### config.mk
export PLATFORM = sky130hd
export DESIGN_NAME = marble_top
export DESIGN_NICKNAME = d
export VERILOG_FILES = /design/src/hw/marble_pkg.sv /design/src/hw/gmii_to_rgmii.sv /design/src/hw/frame_loopback.sv /design/src/hw/mmc_spi_port.sv /design/src/hw/marble_base.sv /design/src/hw/tmds_test.sv /design/src/hw/marble_top.sv
export SDC_FILE = /design/constraint.sdc
export NUM_CORES = 1
export LEC_CHECK = 0
export ABC_AREA = 1
export BUFFER_PORTS_ARGS = -buffer_cell sky130_fd_sc_hd__buf_4
export CORE_MARGIN = 2
export CORE_UTILIZATION = 59
export DETAILED_ROUTE_END_ITERATION = 10
export PLACE_DENSITY = 0.82
export SYNTH_ARGS = -nofsm -noshare
export SYNTH_HDL_FRONTEND = slang
export SYNTH_HIERARCHICAL = 1
export SYNTH_SLANG_ARGS = --single-unit
### constraint.sdc
create_clock -name tx_clk -period 2.1 [get_ports tx_clk]
set_input_delay 0.42 -clock tx_clk [delete_from_list [all_inputs] [get_ports tx_clk]]
set_output_delay 0.42 -clock tx_clk [all_outputs]
set_load 0.01 [all_outputs]
### src/hw/marble_pkg.sv
// ----------------------------------------
// Board core shared definitions
// ----------------------------------------

package marble_pkg;

	// One GMII beat, en reads as dv on the receive side
	typedef struct packed {
		logic [7:0] data;
		logic       en;
		logic       er;
	} gmii_t;

	// One RGMII beat split into its two clock edges
	typedef struct packed {
		logic [3:0] rise_d;
		logic       rise_ctl;
		logic [3:0] fall_d;
		logic       fall_ctl;
	} rgmii_pair_t;

	// Configuration byte written by the microcontroller
	typedef struct packed {
		logic [4:0] spare;
		logic       loopback_enable;
		logic       vcxo_off;
		logic       tmds_enable;
	} ext_config_t;

	// SPI mailbox opcodes, other values are ignored
	typedef enum logic [7:0] {
		OP_WRITE_CONFIG = 8'h01,
		OP_READ_FRAMES  = 8'h02,
		OP_READ_ERRORS  = 8'h03
	} spi_op_t;

	// TMDS pattern generator states
	typedef enum logic {
		IDLE,
		RUN
	} tmds_state_t;

	// Loopback on, TMDS off, VCXO running
	localparam logic [7:0] MISC_CONFIG_DEFAULT = 8'h04;

	// PHY held in reset this many cycles
	localparam int PHY_RESET_CYCLES = 16;
	localparam int PHY_RESET_W      = $clog2(PHY_RESET_CYCLES);

	// Opcode byte plus data byte
	localparam logic [4:0] SPI_FRAME_BITS = 5'd16;

	// Lane words for the TMDS pattern
	localparam logic [9:0] TMDS_WORD_CH  = 10'b1101010100;
	localparam logic [9:0] TMDS_WORD_CLK = 10'b1111100000;

endpackage

### src/hw/gmii_to_rgmii.sv
// ----------------------------------------
// RGMII to GMII conversion
// ----------------------------------------
`timescale 1ns/1ps

module gmii_to_rgmii
	import marble_pkg::*;
(
	input  logic        tx_clk,
	input  logic        rst_n,
	input  rgmii_pair_t rgmii_rx,
	output rgmii_pair_t rgmii_tx,
	input  gmii_t       gmii_tx,
	output gmii_t       gmii_rx
);

	// Transmit direction
	// Low nibble on the rising edge, high nibble on the falling edge
	always_ff @(posedge tx_clk) begin
		if (!rst_n) begin
			rgmii_tx <= '0;
		end else begin
			rgmii_tx.rise_d   <= gmii_tx.data[3:0];
			rgmii_tx.fall_d   <= gmii_tx.data[7:4];
			rgmii_tx.rise_ctl <= gmii_tx.en;
			// Error rides on the falling edge as en xor er
			rgmii_tx.fall_ctl <= gmii_tx.en ^ gmii_tx.er;
		end
	end

	// Receive direction
	// Assumes the PHY clock is phase aligned to tx_clk
	always_ff @(posedge tx_clk) begin
		if (!rst_n) begin
			gmii_rx.en <= 1'b0;
			gmii_rx.er <= 1'b0;
		end else begin
			// dv comes straight from the rising edge control
			gmii_rx.en <= rgmii_rx.rise_ctl;
			// Control bits differing across edges flags an error
			gmii_rx.er <= rgmii_rx.rise_ctl ^ rgmii_rx.fall_ctl;
		end
	end

	// Receive byte, no reset on the data path
	always_ff @(posedge tx_clk) begin
		// High nibble from the falling edge
		gmii_rx.data <= {rgmii_rx.fall_d, rgmii_rx.rise_d};
	end

	// Pins idle one cycle after any reset cycle
	a_tx_idle_after_reset: assert property (
		@(posedge tx_clk) !rst_n |=> (rgmii_tx == '0)
	) else $error("rgmii_tx not idle after reset");

endmodule

### src/hw/frame_loopback.sv
// ----------------------------------------
// GMII frame loopback and counters
// ----------------------------------------
`timescale 1ns/1ps

module frame_loopback
	import marble_pkg::*;
(
	input  logic       tx_clk,
	input  logic       rst_n,
	input  logic       loopback_enable,
	input  gmii_t      gmii_rx,
	output gmii_t      gmii_tx,
	input  logic       err_clr,
	output logic [7:0] frame_count,
	output logic [7:0] error_count
);

	// Previous dv, for the end-of-frame edge
	logic dv_d;
	// Error seen somewhere in the current frame
	logic err_seen;
	logic frame_end;

	assign frame_end = dv_d & ~gmii_rx.en;

	// Echo path, one register stage
	always_ff @(posedge tx_clk) begin
		if (!rst_n) begin
			gmii_tx <= '0;
		end else if (loopback_enable) begin
			gmii_tx <= gmii_rx;
		end else begin
			// Idle line when loopback is off
			gmii_tx <= '0;
		end
	end

	// Frame tracking
	always_ff @(posedge tx_clk) begin
		if (!rst_n) begin
			dv_d     <= 1'b0;
			err_seen <= 1'b0;
		end else begin
			dv_d <= gmii_rx.en;
			if (frame_end) begin
				err_seen <= 1'b0;
			end else if (gmii_rx.en && gmii_rx.er) begin
				err_seen <= 1'b1;
			end
		end
	end

	// Counters wrap at 8 bits
	always_ff @(posedge tx_clk) begin
		if (!rst_n) begin
			frame_count <= '0;
			error_count <= '0;
		end else begin
			if (frame_end && !err_seen) begin
				frame_count <= frame_count + 8'd1;
			end
			// Clear from the mailbox wins over a new error
			if (err_clr) begin
				error_count <= '0;
			end else if (frame_end && err_seen) begin
				error_count <= error_count + 8'd1;
			end
		end
	end

	// Nothing transmitted the cycle after loopback drops
	a_no_tx_when_off: assert property (
		@(posedge tx_clk) disable iff (!rst_n) !loopback_enable |=> !gmii_tx.en
	) else $error("gmii_tx active with loopback off");

endmodule

### src/hw/mmc_spi_port.sv
// ----------------------------------------
// Microcontroller SPI mailbox
// ----------------------------------------
`timescale 1ns/1ps

module mmc_spi_port
	import marble_pkg::*;
(
	input  logic       tx_clk,
	input  logic       rst_n,
	input  logic       sclk,
	input  logic       csb,
	input  logic       mosi,
	output logic       miso,
	input  logic [7:0] frame_count,
	input  logic [7:0] error_count,
	output logic       cfg_we,
	output logic [7:0] cfg_data,
	output logic       err_clr
);

	logic [1:0] sclk_s, csb_s, mosi_s;
	logic       sclk_d, csb_d;
	logic       sclk_rise, sclk_fall, csb_rise;
	logic [4:0] bit_cnt;
	logic [6:0] shift_in;
	logic [7:0] rx_byte;
	logic [7:0] tx_shift;
	logic       in_data_phase;
	spi_op_t    opcode;

	// Two flop synchronizers plus one stage for edges
	always_ff @(posedge tx_clk) begin
		if (!rst_n) begin
			sclk_s <= '0;
			csb_s  <= '1;
			mosi_s <= '0;
			sclk_d <= 1'b0;
			csb_d  <= 1'b1;
		end else begin
			sclk_s <= {sclk_s[0], sclk};
			csb_s  <= {csb_s[0], csb};
			mosi_s <= {mosi_s[0], mosi};
			sclk_d <= sclk_s[1];
			csb_d  <= csb_s[1];
		end
	end

	assign sclk_rise = sclk_s[1] & ~sclk_d;
	assign sclk_fall = ~sclk_s[1] & sclk_d;
	assign csb_rise  = csb_s[1] & ~csb_d;
	// Byte completed by the bit being sampled now
	assign rx_byte   = {shift_in, mosi_s[1]};
	// Bits 8 to 15 carry the reply
	assign in_data_phase = (bit_cnt >= 5'd8) && (bit_cnt < SPI_FRAME_BITS);

	// Frame control
	always_ff @(posedge tx_clk) begin
		if (!rst_n) begin
			bit_cnt <= '0;
			opcode  <= spi_op_t'(8'h00);
			miso    <= 1'b0;
			cfg_we  <= 1'b0;
			err_clr <= 1'b0;
		end else begin
			cfg_we  <= 1'b0;
			err_clr <= 1'b0;
			if (csb_s[1]) begin
				// Only a full read-errors frame clears the count
				if (csb_rise && bit_cnt == SPI_FRAME_BITS && opcode == OP_READ_ERRORS) begin
					err_clr <= 1'b1;
				end
				bit_cnt <= '0;
				miso    <= 1'b0;
			end else begin
				// Bits past the 16th are ignored
				if (sclk_rise && bit_cnt != SPI_FRAME_BITS) begin
					bit_cnt <= bit_cnt + 5'd1;
					if (bit_cnt == 5'd7) begin
						opcode <= spi_op_t'(rx_byte);
					end
					if (bit_cnt == SPI_FRAME_BITS - 5'd1 && opcode == OP_WRITE_CONFIG) begin
						cfg_we <= 1'b1;
					end
				end
				// Reply changes on the falling edge, MSB first
				if (sclk_fall) begin
					miso <= in_data_phase ? tx_shift[7] : 1'b0;
				end
			end
		end
	end

	// Shift registers
	always_ff @(posedge tx_clk) begin
		if (sclk_rise) begin
			shift_in <= rx_byte[6:0];
		end
		// Counter latched as the opcode byte completes
		if (!csb_s[1] && sclk_rise && bit_cnt == 5'd7) begin
			case (spi_op_t'(rx_byte))
				OP_READ_FRAMES: tx_shift <= frame_count;
				OP_READ_ERRORS: tx_shift <= error_count;
				default:        tx_shift <= 8'h00;
			endcase
		end else if (sclk_fall && in_data_phase) begin
			tx_shift <= {tx_shift[6:0], 1'b0};
		end
		if (sclk_rise && bit_cnt == SPI_FRAME_BITS - 5'd1) begin
			cfg_data <= rx_byte;
		end
	end

	// A write frame and a clear never coincide
	a_we_clr_exclusive: assert property (
		@(posedge tx_clk) disable iff (!rst_n) !(cfg_we && err_clr)
	) else $error("cfg_we and err_clr both high");

endmodule

### src/hw/marble_base.sv
// ----------------------------------------
// Portable board core
// ----------------------------------------
`timescale 1ns/1ps

module marble_base
	import marble_pkg::*;
(
	input  logic        tx_clk,
	input  logic        rst_n,
	input  gmii_t       gmii_rx,
	output gmii_t       gmii_tx,
	input  logic        sclk,
	input  logic        csb,
	input  logic        mosi,
	output logic        miso,
	output logic        mmc_int,
	output logic        phy_rstn,
	output ext_config_t ext_config,
	output logic [7:0]  leds
);

	logic [7:0]             frame_count;
	logic [7:0]             error_count;
	logic                   cfg_we;
	logic [7:0]             cfg_data;
	logic                   err_clr;
	logic [PHY_RESET_W-1:0] phy_cnt;

	// Config register, new value visible one cycle after the strobe
	always_ff @(posedge tx_clk) begin
		if (!rst_n) begin
			ext_config <= ext_config_t'(MISC_CONFIG_DEFAULT);
		end else if (cfg_we) begin
			ext_config <= ext_config_t'(cfg_data);
		end
	end

	// PHY reset timer
	always_ff @(posedge tx_clk) begin
		if (!rst_n) begin
			phy_cnt  <= '0;
			phy_rstn <= 1'b0;
		end else if (!phy_rstn) begin
			if (phy_cnt == PHY_RESET_W'(PHY_RESET_CYCLES - 1)) begin
				phy_rstn <= 1'b1;
			end else begin
				phy_cnt <= phy_cnt + 1'b1;
			end
		end
	end

	// Interrupt holds while errors are pending
	assign mmc_int = |error_count;
	assign leds    = frame_count;

	frame_loopback u_frame_loopback (
		.tx_clk          (tx_clk),
		.rst_n           (rst_n),
		.loopback_enable (ext_config.loopback_enable),
		.gmii_rx         (gmii_rx),
		.gmii_tx         (gmii_tx),
		.err_clr         (err_clr),
		.frame_count     (frame_count),
		.error_count     (error_count)
	);

	mmc_spi_port u_mmc_spi_port (
		.tx_clk      (tx_clk),
		.rst_n       (rst_n),
		.sclk        (sclk),
		.csb         (csb),
		.mosi        (mosi),
		.miso        (miso),
		.frame_count (frame_count),
		.error_count (error_count),
		.cfg_we      (cfg_we),
		.cfg_data    (cfg_data),
		.err_clr     (err_clr)
	);

endmodule

### src/hw/tmds_test.sv
// ----------------------------------------
// TMDS test pattern
// ----------------------------------------
`timescale 1ns/1ps

module tmds_test
	import marble_pkg::*;
(
	input  logic       tx_clk,
	input  logic       rst_n,
	input  logic       enable,
	output logic [3:0] tmds_p,
	output logic [3:0] tmds_n
);

	tmds_state_t state;
	// Lanes 0 to 2 data, lane 3 clock
	logic [3:0][9:0] lane_sr;

	// State machine and output stage
	always_ff @(posedge tx_clk) begin
		if (!rst_n) begin
			state  <= IDLE;
			tmds_p <= '0;
			tmds_n <= '1;
		end else begin
			case (state)
				IDLE: if (enable) state <= RUN;
				RUN:  if (!enable) state <= IDLE;
				default: state <= IDLE;
			endcase
			for (int i = 0; i < 4; i++) begin
				tmds_p[i] <= (state == RUN) ? lane_sr[i][9] : 1'b0;
				tmds_n[i] <= (state == RUN) ? ~lane_sr[i][9] : 1'b1;
			end
		end
	end

	// Lane words, loaded on entry and rotated while running
	always_ff @(posedge tx_clk) begin
		for (int i = 0; i < 4; i++) begin
			if (state == IDLE) begin
				lane_sr[i] <= (i == 3) ? TMDS_WORD_CLK : TMDS_WORD_CH;
			end else begin
				lane_sr[i] <= {lane_sr[i][8:0], lane_sr[i][9]};
			end
		end
	end

	// Differential pair stays complementary
	a_tmds_complement: assert property (
		@(posedge tx_clk) disable iff (!rst_n) tmds_n == ~tmds_p
	) else $error("tmds_n not complement of tmds_p");

endmodule

### src/hw/marble_top.sv
// ----------------------------------------
// Board test build top
// ----------------------------------------
`timescale 1ns/1ps

module marble_top
	import marble_pkg::*;
(
	input  logic        tx_clk,
	input  logic        rst_n,
	input  rgmii_pair_t rgmii_rx,
	output rgmii_pair_t rgmii_tx,
	output logic        phy_rstn,
	input  logic        sclk,
	input  logic        csb,
	input  logic        mosi,
	output logic        miso,
	output logic        mmc_int,
	output logic        vcxo_en,
	output logic [3:0]  tmds_p,
	output logic [3:0]  tmds_n,
	output logic        ld16,
	output logic        ld17,
	output logic [7:0]  pmod1
);

	gmii_t       gmii_rx;
	gmii_t       gmii_tx;
	ext_config_t ext_config;
	logic [7:0]  leds;

	// DDR conversion
	gmii_to_rgmii u_gmii_to_rgmii (
		.tx_clk   (tx_clk),
		.rst_n    (rst_n),
		.rgmii_rx (rgmii_rx),
		.rgmii_tx (rgmii_tx),
		.gmii_tx  (gmii_tx),
		.gmii_rx  (gmii_rx)
	);

	marble_base u_marble_base (
		.tx_clk (tx_clk), .rst_n (rst_n),
		.gmii_rx (gmii_rx), .gmii_tx (gmii_tx),
		.sclk (sclk), .csb (csb), .mosi (mosi), .miso (miso),
		.mmc_int (mmc_int), .phy_rstn (phy_rstn),
		.ext_config (ext_config), .leds (leds)
	);

	tmds_test u_tmds_test (
		.tx_clk (tx_clk), .rst_n (rst_n), .enable (ext_config.tmds_enable),
		.tmds_p (tmds_p), .tmds_n (tmds_n)
	);

	// Pmod and the two LEDs show the frame count
	assign pmod1 = leds;
	assign ld16  = leds[0];
	assign ld17  = leds[1];
	// Config can stop the VCXO
	assign vcxo_en = ~ext_config.vcxo_off;

endmodule

### Word level (Yosys, flattened, before mapping)

Index checks and enable logic that the tools add are counted.

| storage, ports and cells | value |
|---|---|
| register bits after elaboration | 147 |

| operators by class | value |
|---|---|
| eq/ne operators | 9 |
| reductions and logical operators | 25 |
| magnitude comparators | 2 |
| bitwise logic cells | 20 |
| mux-type cells | 9 |
| add/sub/neg operators | 4 |

Operators by type and width:

| kind | count |
|---|---|
| 8-bit by 2-bit equality test with 1-bit output, second input constant | 3 |
| 8-bit by 1-bit adder with 8-bit output, second input constant | 2 |
| 8-bit two-way mux | 2 |
| 8-bit one-hot mux with 2 select lines | 1 |
| 1-bit inverter | 14 |
| 1-bit logical AND | 12 |
| 8-bit by 1-bit equality test with 1-bit output, second input constant | 1 |
| 2-bit AND reduction | 4 |
| 8-bit OR reduction | 1 |
| 1-bit two-way mux | 6 |
| 2-bit OR reduction | 3 |
| 5-bit by 1-bit adder with 5-bit output, second input constant | 1 |
| 5-bit by 3-bit equality test with 1-bit output, second input constant | 1 |
| 5-bit by 4-bit equality test with 1-bit output, second input constant | 1 |
| 5-bit equality test, second input constant | 1 |
| 5-bit by 4-bit greater-or-equal comparator with 1-bit output, second input constant | 1 |
| 5-bit less-than comparator, second input constant | 1 |
| 5-bit inequality test, second input constant | 1 |
| 4-bit by 1-bit adder with 4-bit output, second input constant | 1 |
| 1-bit AND | 4 |
| 4-bit equality test, second input constant | 1 |
| 3-bit AND reduction | 1 |
| 3-bit OR reduction | 1 |
| 1-bit zero test | 2 |
| 2 further kinds | 3 |

### Depth between registers and ports, before layout

| logic depth | value |
|---|---|
| depth after elaboration | 5 |
| depth in mapped cells | 8 |
| mapped depth without buffers | 8 |

### Cells and area by module

The synthesis kept the hierarchy.

By module, submodules not included:

| module | area each (um2) | cells each | times used |
|---|---|---|---|
| mmc_spi_port | 1935.6 | 213 | 1 |
| tmds_test | 1398.8 | 149 | 1 |
| frame_loopback | 1154.9 | 154 | 1 |
| gmii_to_rgmii | 518.0 | 49 | 1 |
| marble_base | 516.7 | 70 | 1 |
| marble_top | 18.8 | 3 | 1 |

### Worst setup path before layout

Ideal clock, no wire load.

| path | value |
|---|---|
| kind | register to register |
| start | register u_marble_base.u_mmc_spi_port.bit_cnt[0] |
| end | register u_marble_base.u_mmc_spi_port.cfg_data[0], enable pin |
| setup slack | 432 ps |
| arrival | 1294 ps |
| stages on the path, launching flop included | 7 |
| path buffers | 0 |
| library setup time | 374 ps |
| period minus slack after synthesis | 1668 ps |
| data required time | 1726 ps |
| path through | dfxtp_1 > ha_1 > nand2_1 > nor2_1 > ha_1 > inv_1 > nor2_1 |

| on the way | value |
|---|---|
| cells in the longest elaborated chain, start to end | 2 |

RTL lines:

| element | RTL line | text |
|---|---|---|
| start, declared | mmc_spi_port.sv:25 | `logic [4:0] bit_cnt;` |
| start signal, assigned | mmc_spi_port.sv:78 | `bit_cnt <= bit_cnt + 5'd1;` |
| 5-bit by 4-bit equality test with 1-bit output | mmc_spi_port.sv:109 | `if (sclk_rise && bit_cnt == SPI_FRAME_BITS - 5'd1) begin` |
| 1-bit logical AND | mmc_spi_port.sv:109 |  |
| end signal, assigned | mmc_spi_port.sv:110 | `cfg_data <= rx_byte;` |
| end, declared | mmc_spi_port.sv:18 | `output logic [7:0] cfg_data,` |

Every way passes these cells.
A chain may end at the register's enable or synchronous reset.

### Worst setup path in the final report

| path | value |
|---|---|
| start | register u_marble_base.u_frame_loopback.error_count[4] |
| end | output mmc_int |

| on the way | value |
|---|---|
| cells in the longest elaborated chain, start to end | 1 |

RTL lines:

| element | RTL line | text |
|---|---|---|
| start, declared | frame_loopback.sv:16 | `output logic [7:0] error_count` |
| start signal, assigned | frame_loopback.sv:67 | `error_count <= error_count + 8'd1;` |
| 8-bit OR reduction | marble_base.sv:54 | `assign mmc_int = \|error_count;` |
| end, declared | marble_top.sv:18 | `output logic mmc_int,` |

Every way passes these cells.

==> results.txt <==
fill cell count -> 651
reg2reg start -> u_marble_base/u_mmc_spi_port/bit_cnt[0]
worst-margin pin slew -> 474.6 ps
Final setup violation count -> 0
ANT nets after route -> 0
CTS root buf -> clkbuf_8
Max Cap Viol -> 0
DP Wirelength -> 6161 um
r2r setup slk -> 480 ps
core area -> 8678 um^2
CTS Buf Count -> 17
Final Cycle Share -> 87.97%
n_diodes -> 0
DRC Markers -> 0
Final nets -> 696
post-synthesis instance area -> 5230 um^2
Slew Limit Headroom -> 68.24%
final core utilization -> 71.83%
Routed WL -> 9863 um
area grow syn2layout -> 19.19%
Final Slew Violations -> 0
RSZ-0062 raised after global routing -> no
DR pass1 iterations -> 5
Hold Path Depth -> 3
Hold EP -> u_marble_base/u_mmc_spi_port/mosi_s[0]
GRT Util Overall -> 21.90%
Hold/Removal Path Class -> input pin to flip-flop
global-route wire length before repair -> 16810 um
Die W -> 98.15 um
design area -> 6233 um^2
Reg clk slew, reported paths -> 60 ps
fin worst setup slack -> 252.6 ps
PortBufs -> 46
Clock Power Share -> 46.7%
post-CTS resize count -> 0
DR vias/cell -> 4.912
total power -> 5.782 mW
switching share of total power -> 20.89%
post-cts hold buffer count -> 8
Starting Density -> 60.27%
Die Span Y -> 98.15 um
die footprint -> 9633 um^2
crit path time final -> 1847 ps
metal2 WL -> 4923 um
fmax -> 541.3 MHz
later-pin clock latency in the skew report -> 520 ps
clock sinks -> 147
Reg power frac -> 50.5%
FF-to-FF path depth -> 7
outcome -> completed
Ports -> 47
WS Path Type -> flip-flop to primary output
clock skew -> 7.256 ps
P per Cell Area -> 927.5 nW/um^2
antenna violations before repair -> 0
DR WL/cell -> 12.41 um
vias in the first global route -> 3714
H-tree depth -> 4
Crit-path slowest cell -> dfxtp_1
Crit path arrival time -> 1430 ps
placed cells -> 756
vias -> 3905
top routing layer used -> met4
Max clock buf depth -> 2
worst hold margin -> 86.79 ps
number of synthesis warnings -> 6
Finished Layout Cells -> 795
CP max FO -> 6
Synth Instances -> 613
Setup Fix Bufs, Post-CTS -> 0
critical-path cell list -> nor4_1 > nand2_1 > buf_4
CP Launch Point -> u_marble_base/u_frame_loopback/error_count[4]
maximum vdd drop -> 695.4 uV
WL met1 -> 4288 um
HP Start -> mosi
setup TNS -> 0 ps
Comb pwr share -> 2.8%
layout cells sized above 1 -> 13.83%
crit path capture type -> primary output
largest net degree at the start of global routing -> 33
initial DRC count -> 182
Worst R2R End -> u_marble_base/u_mmc_spi_port/tx_shift[5]
max incr delay on CP -> 370 ps
Placed Instance Area -> 5615 um^2
startpoint types -> flip-flop
Multi-input gate area -> 1545 um^2
Rows -> 34
worst slack at placement -> 513.8 ps
Lkg Pwr -> 3.097 nW
reported net switching power -> 1.208 mW
metal3 WL -> 399 um
global placer's final weighted congestion -> 0.8044
Register Area -> 3123 um^2
Final Hold Fails -> 0
CP Data Required Time -> 1680 ps
Post-Syn Area per Cell -> 8.532 um^2
internal power -> 4.574 mW
syn nets -> 634
gr ovfl total -> 0
CTS tree -> yes
-- cell type report --
class	instances	area share, %
clock inverter	6	0.6825
sequential	147	50.10
multi-input combinational	334	24.79
inverter	118	7.126
timing repair buffer	57	7.186
tap	108	2.168
clock buffer	25	7.949
-- power by group through the flow --
stage          combinational (mW)  sequential (mW)  clock (mW)
2_1_floorplan              0.0828             2.98           0
6_report                    0.159             2.92        2.70
5_1_grt                     0.178             2.92        2.88
3_3_place_gp                0.137             2.98           0
4_1_cts                     0.157             2.92        2.76
3_5_place_dp                0.142             2.98           0
-- flip-flops by register name, indices dropped and copies added, names as in the netlist, 2 cells and up --
| name | cells |
|---|---|
| u_marble_base/u_frame_loopback/error_count | 8 |
| u_marble_base/u_mmc_spi_port/mosi_s | 2 |
| u_marble_base/phy_cnt | 4 |
| u_marble_base/u_mmc_spi_port/cfg_data | 3 |
| u_marble_base/u_mmc_spi_port/csb_s | 2 |
| u_gmii_to_rgmii/rgmii_tx | 10 |
| u_tmds_test/tmds_p | 4 |
| u_marble_base/u_frame_loopback/gmii_tx | 10 |
| u_gmii_to_rgmii/gmii_rx | 10 |
| u_marble_base/u_mmc_spi_port/opcode | 8 |
| u_marble_base/u_mmc_spi_port/bit_cnt | 5 |
| u_tmds_test/tmds_n | 4 |
| u_marble_base/u_frame_loopback/frame_count | 8 |
| u_tmds_test/lane_sr | 40 |
| u_marble_base/u_mmc_spi_port/sclk_s | 2 |
| u_marble_base/u_mmc_spi_port/shift_in | 7 |
| u_marble_base/ext_config | 3 |
| u_marble_base/u_mmc_spi_port/tx_shift | 8 |
-- worst max-delay path, delay by kind of cell (launching register included) --
kind,cells,cell delay (ps)
buf+inv,1,150
flops,1,370
simple gates,2,390
-- worst max-delay path by stage --
| stage | endpoint | slack [ps] |
|---|---|---|
| detailed placement | u_marble_base/u_mmc_spi_port/tx_shift[5] | 510 |
| global placement | u_marble_base/u_mmc_spi_port/tx_shift[6] | 600 |
| floorplan | u_marble_base/u_mmc_spi_port/tx_shift[0] | 570 |
| global route | mmc_int | 120 |
| finish | mmc_int | 250 |
| CTS | mmc_int | 210 |
-- layer usage --
| layer | vias to the layer above | track usage (%) |
|---|---|---|
| li1 | 1975 | - |
| met3 | 28 | 5.440 |
| met2 | 96 | 35.88 |
| met1 | 1806 | 27.01 |
| met5 | - | 0 |
| met4 | 0 | 11.17 |
-- layout by cell type, fill, tap and decap left out, types with 6 or more instances in the layout --
master	n
o21ai_0	12
inv_1	114
dfxtp_1	129
nand3_1	47
nand2_1	140
ha_1	6
clkbuf_16	17
edfxtp_1	18
buf_4	49
dlygate4sd3_1	8
a21oi_1	12
nor2_1	82
(Power assumes the default switching activity.)
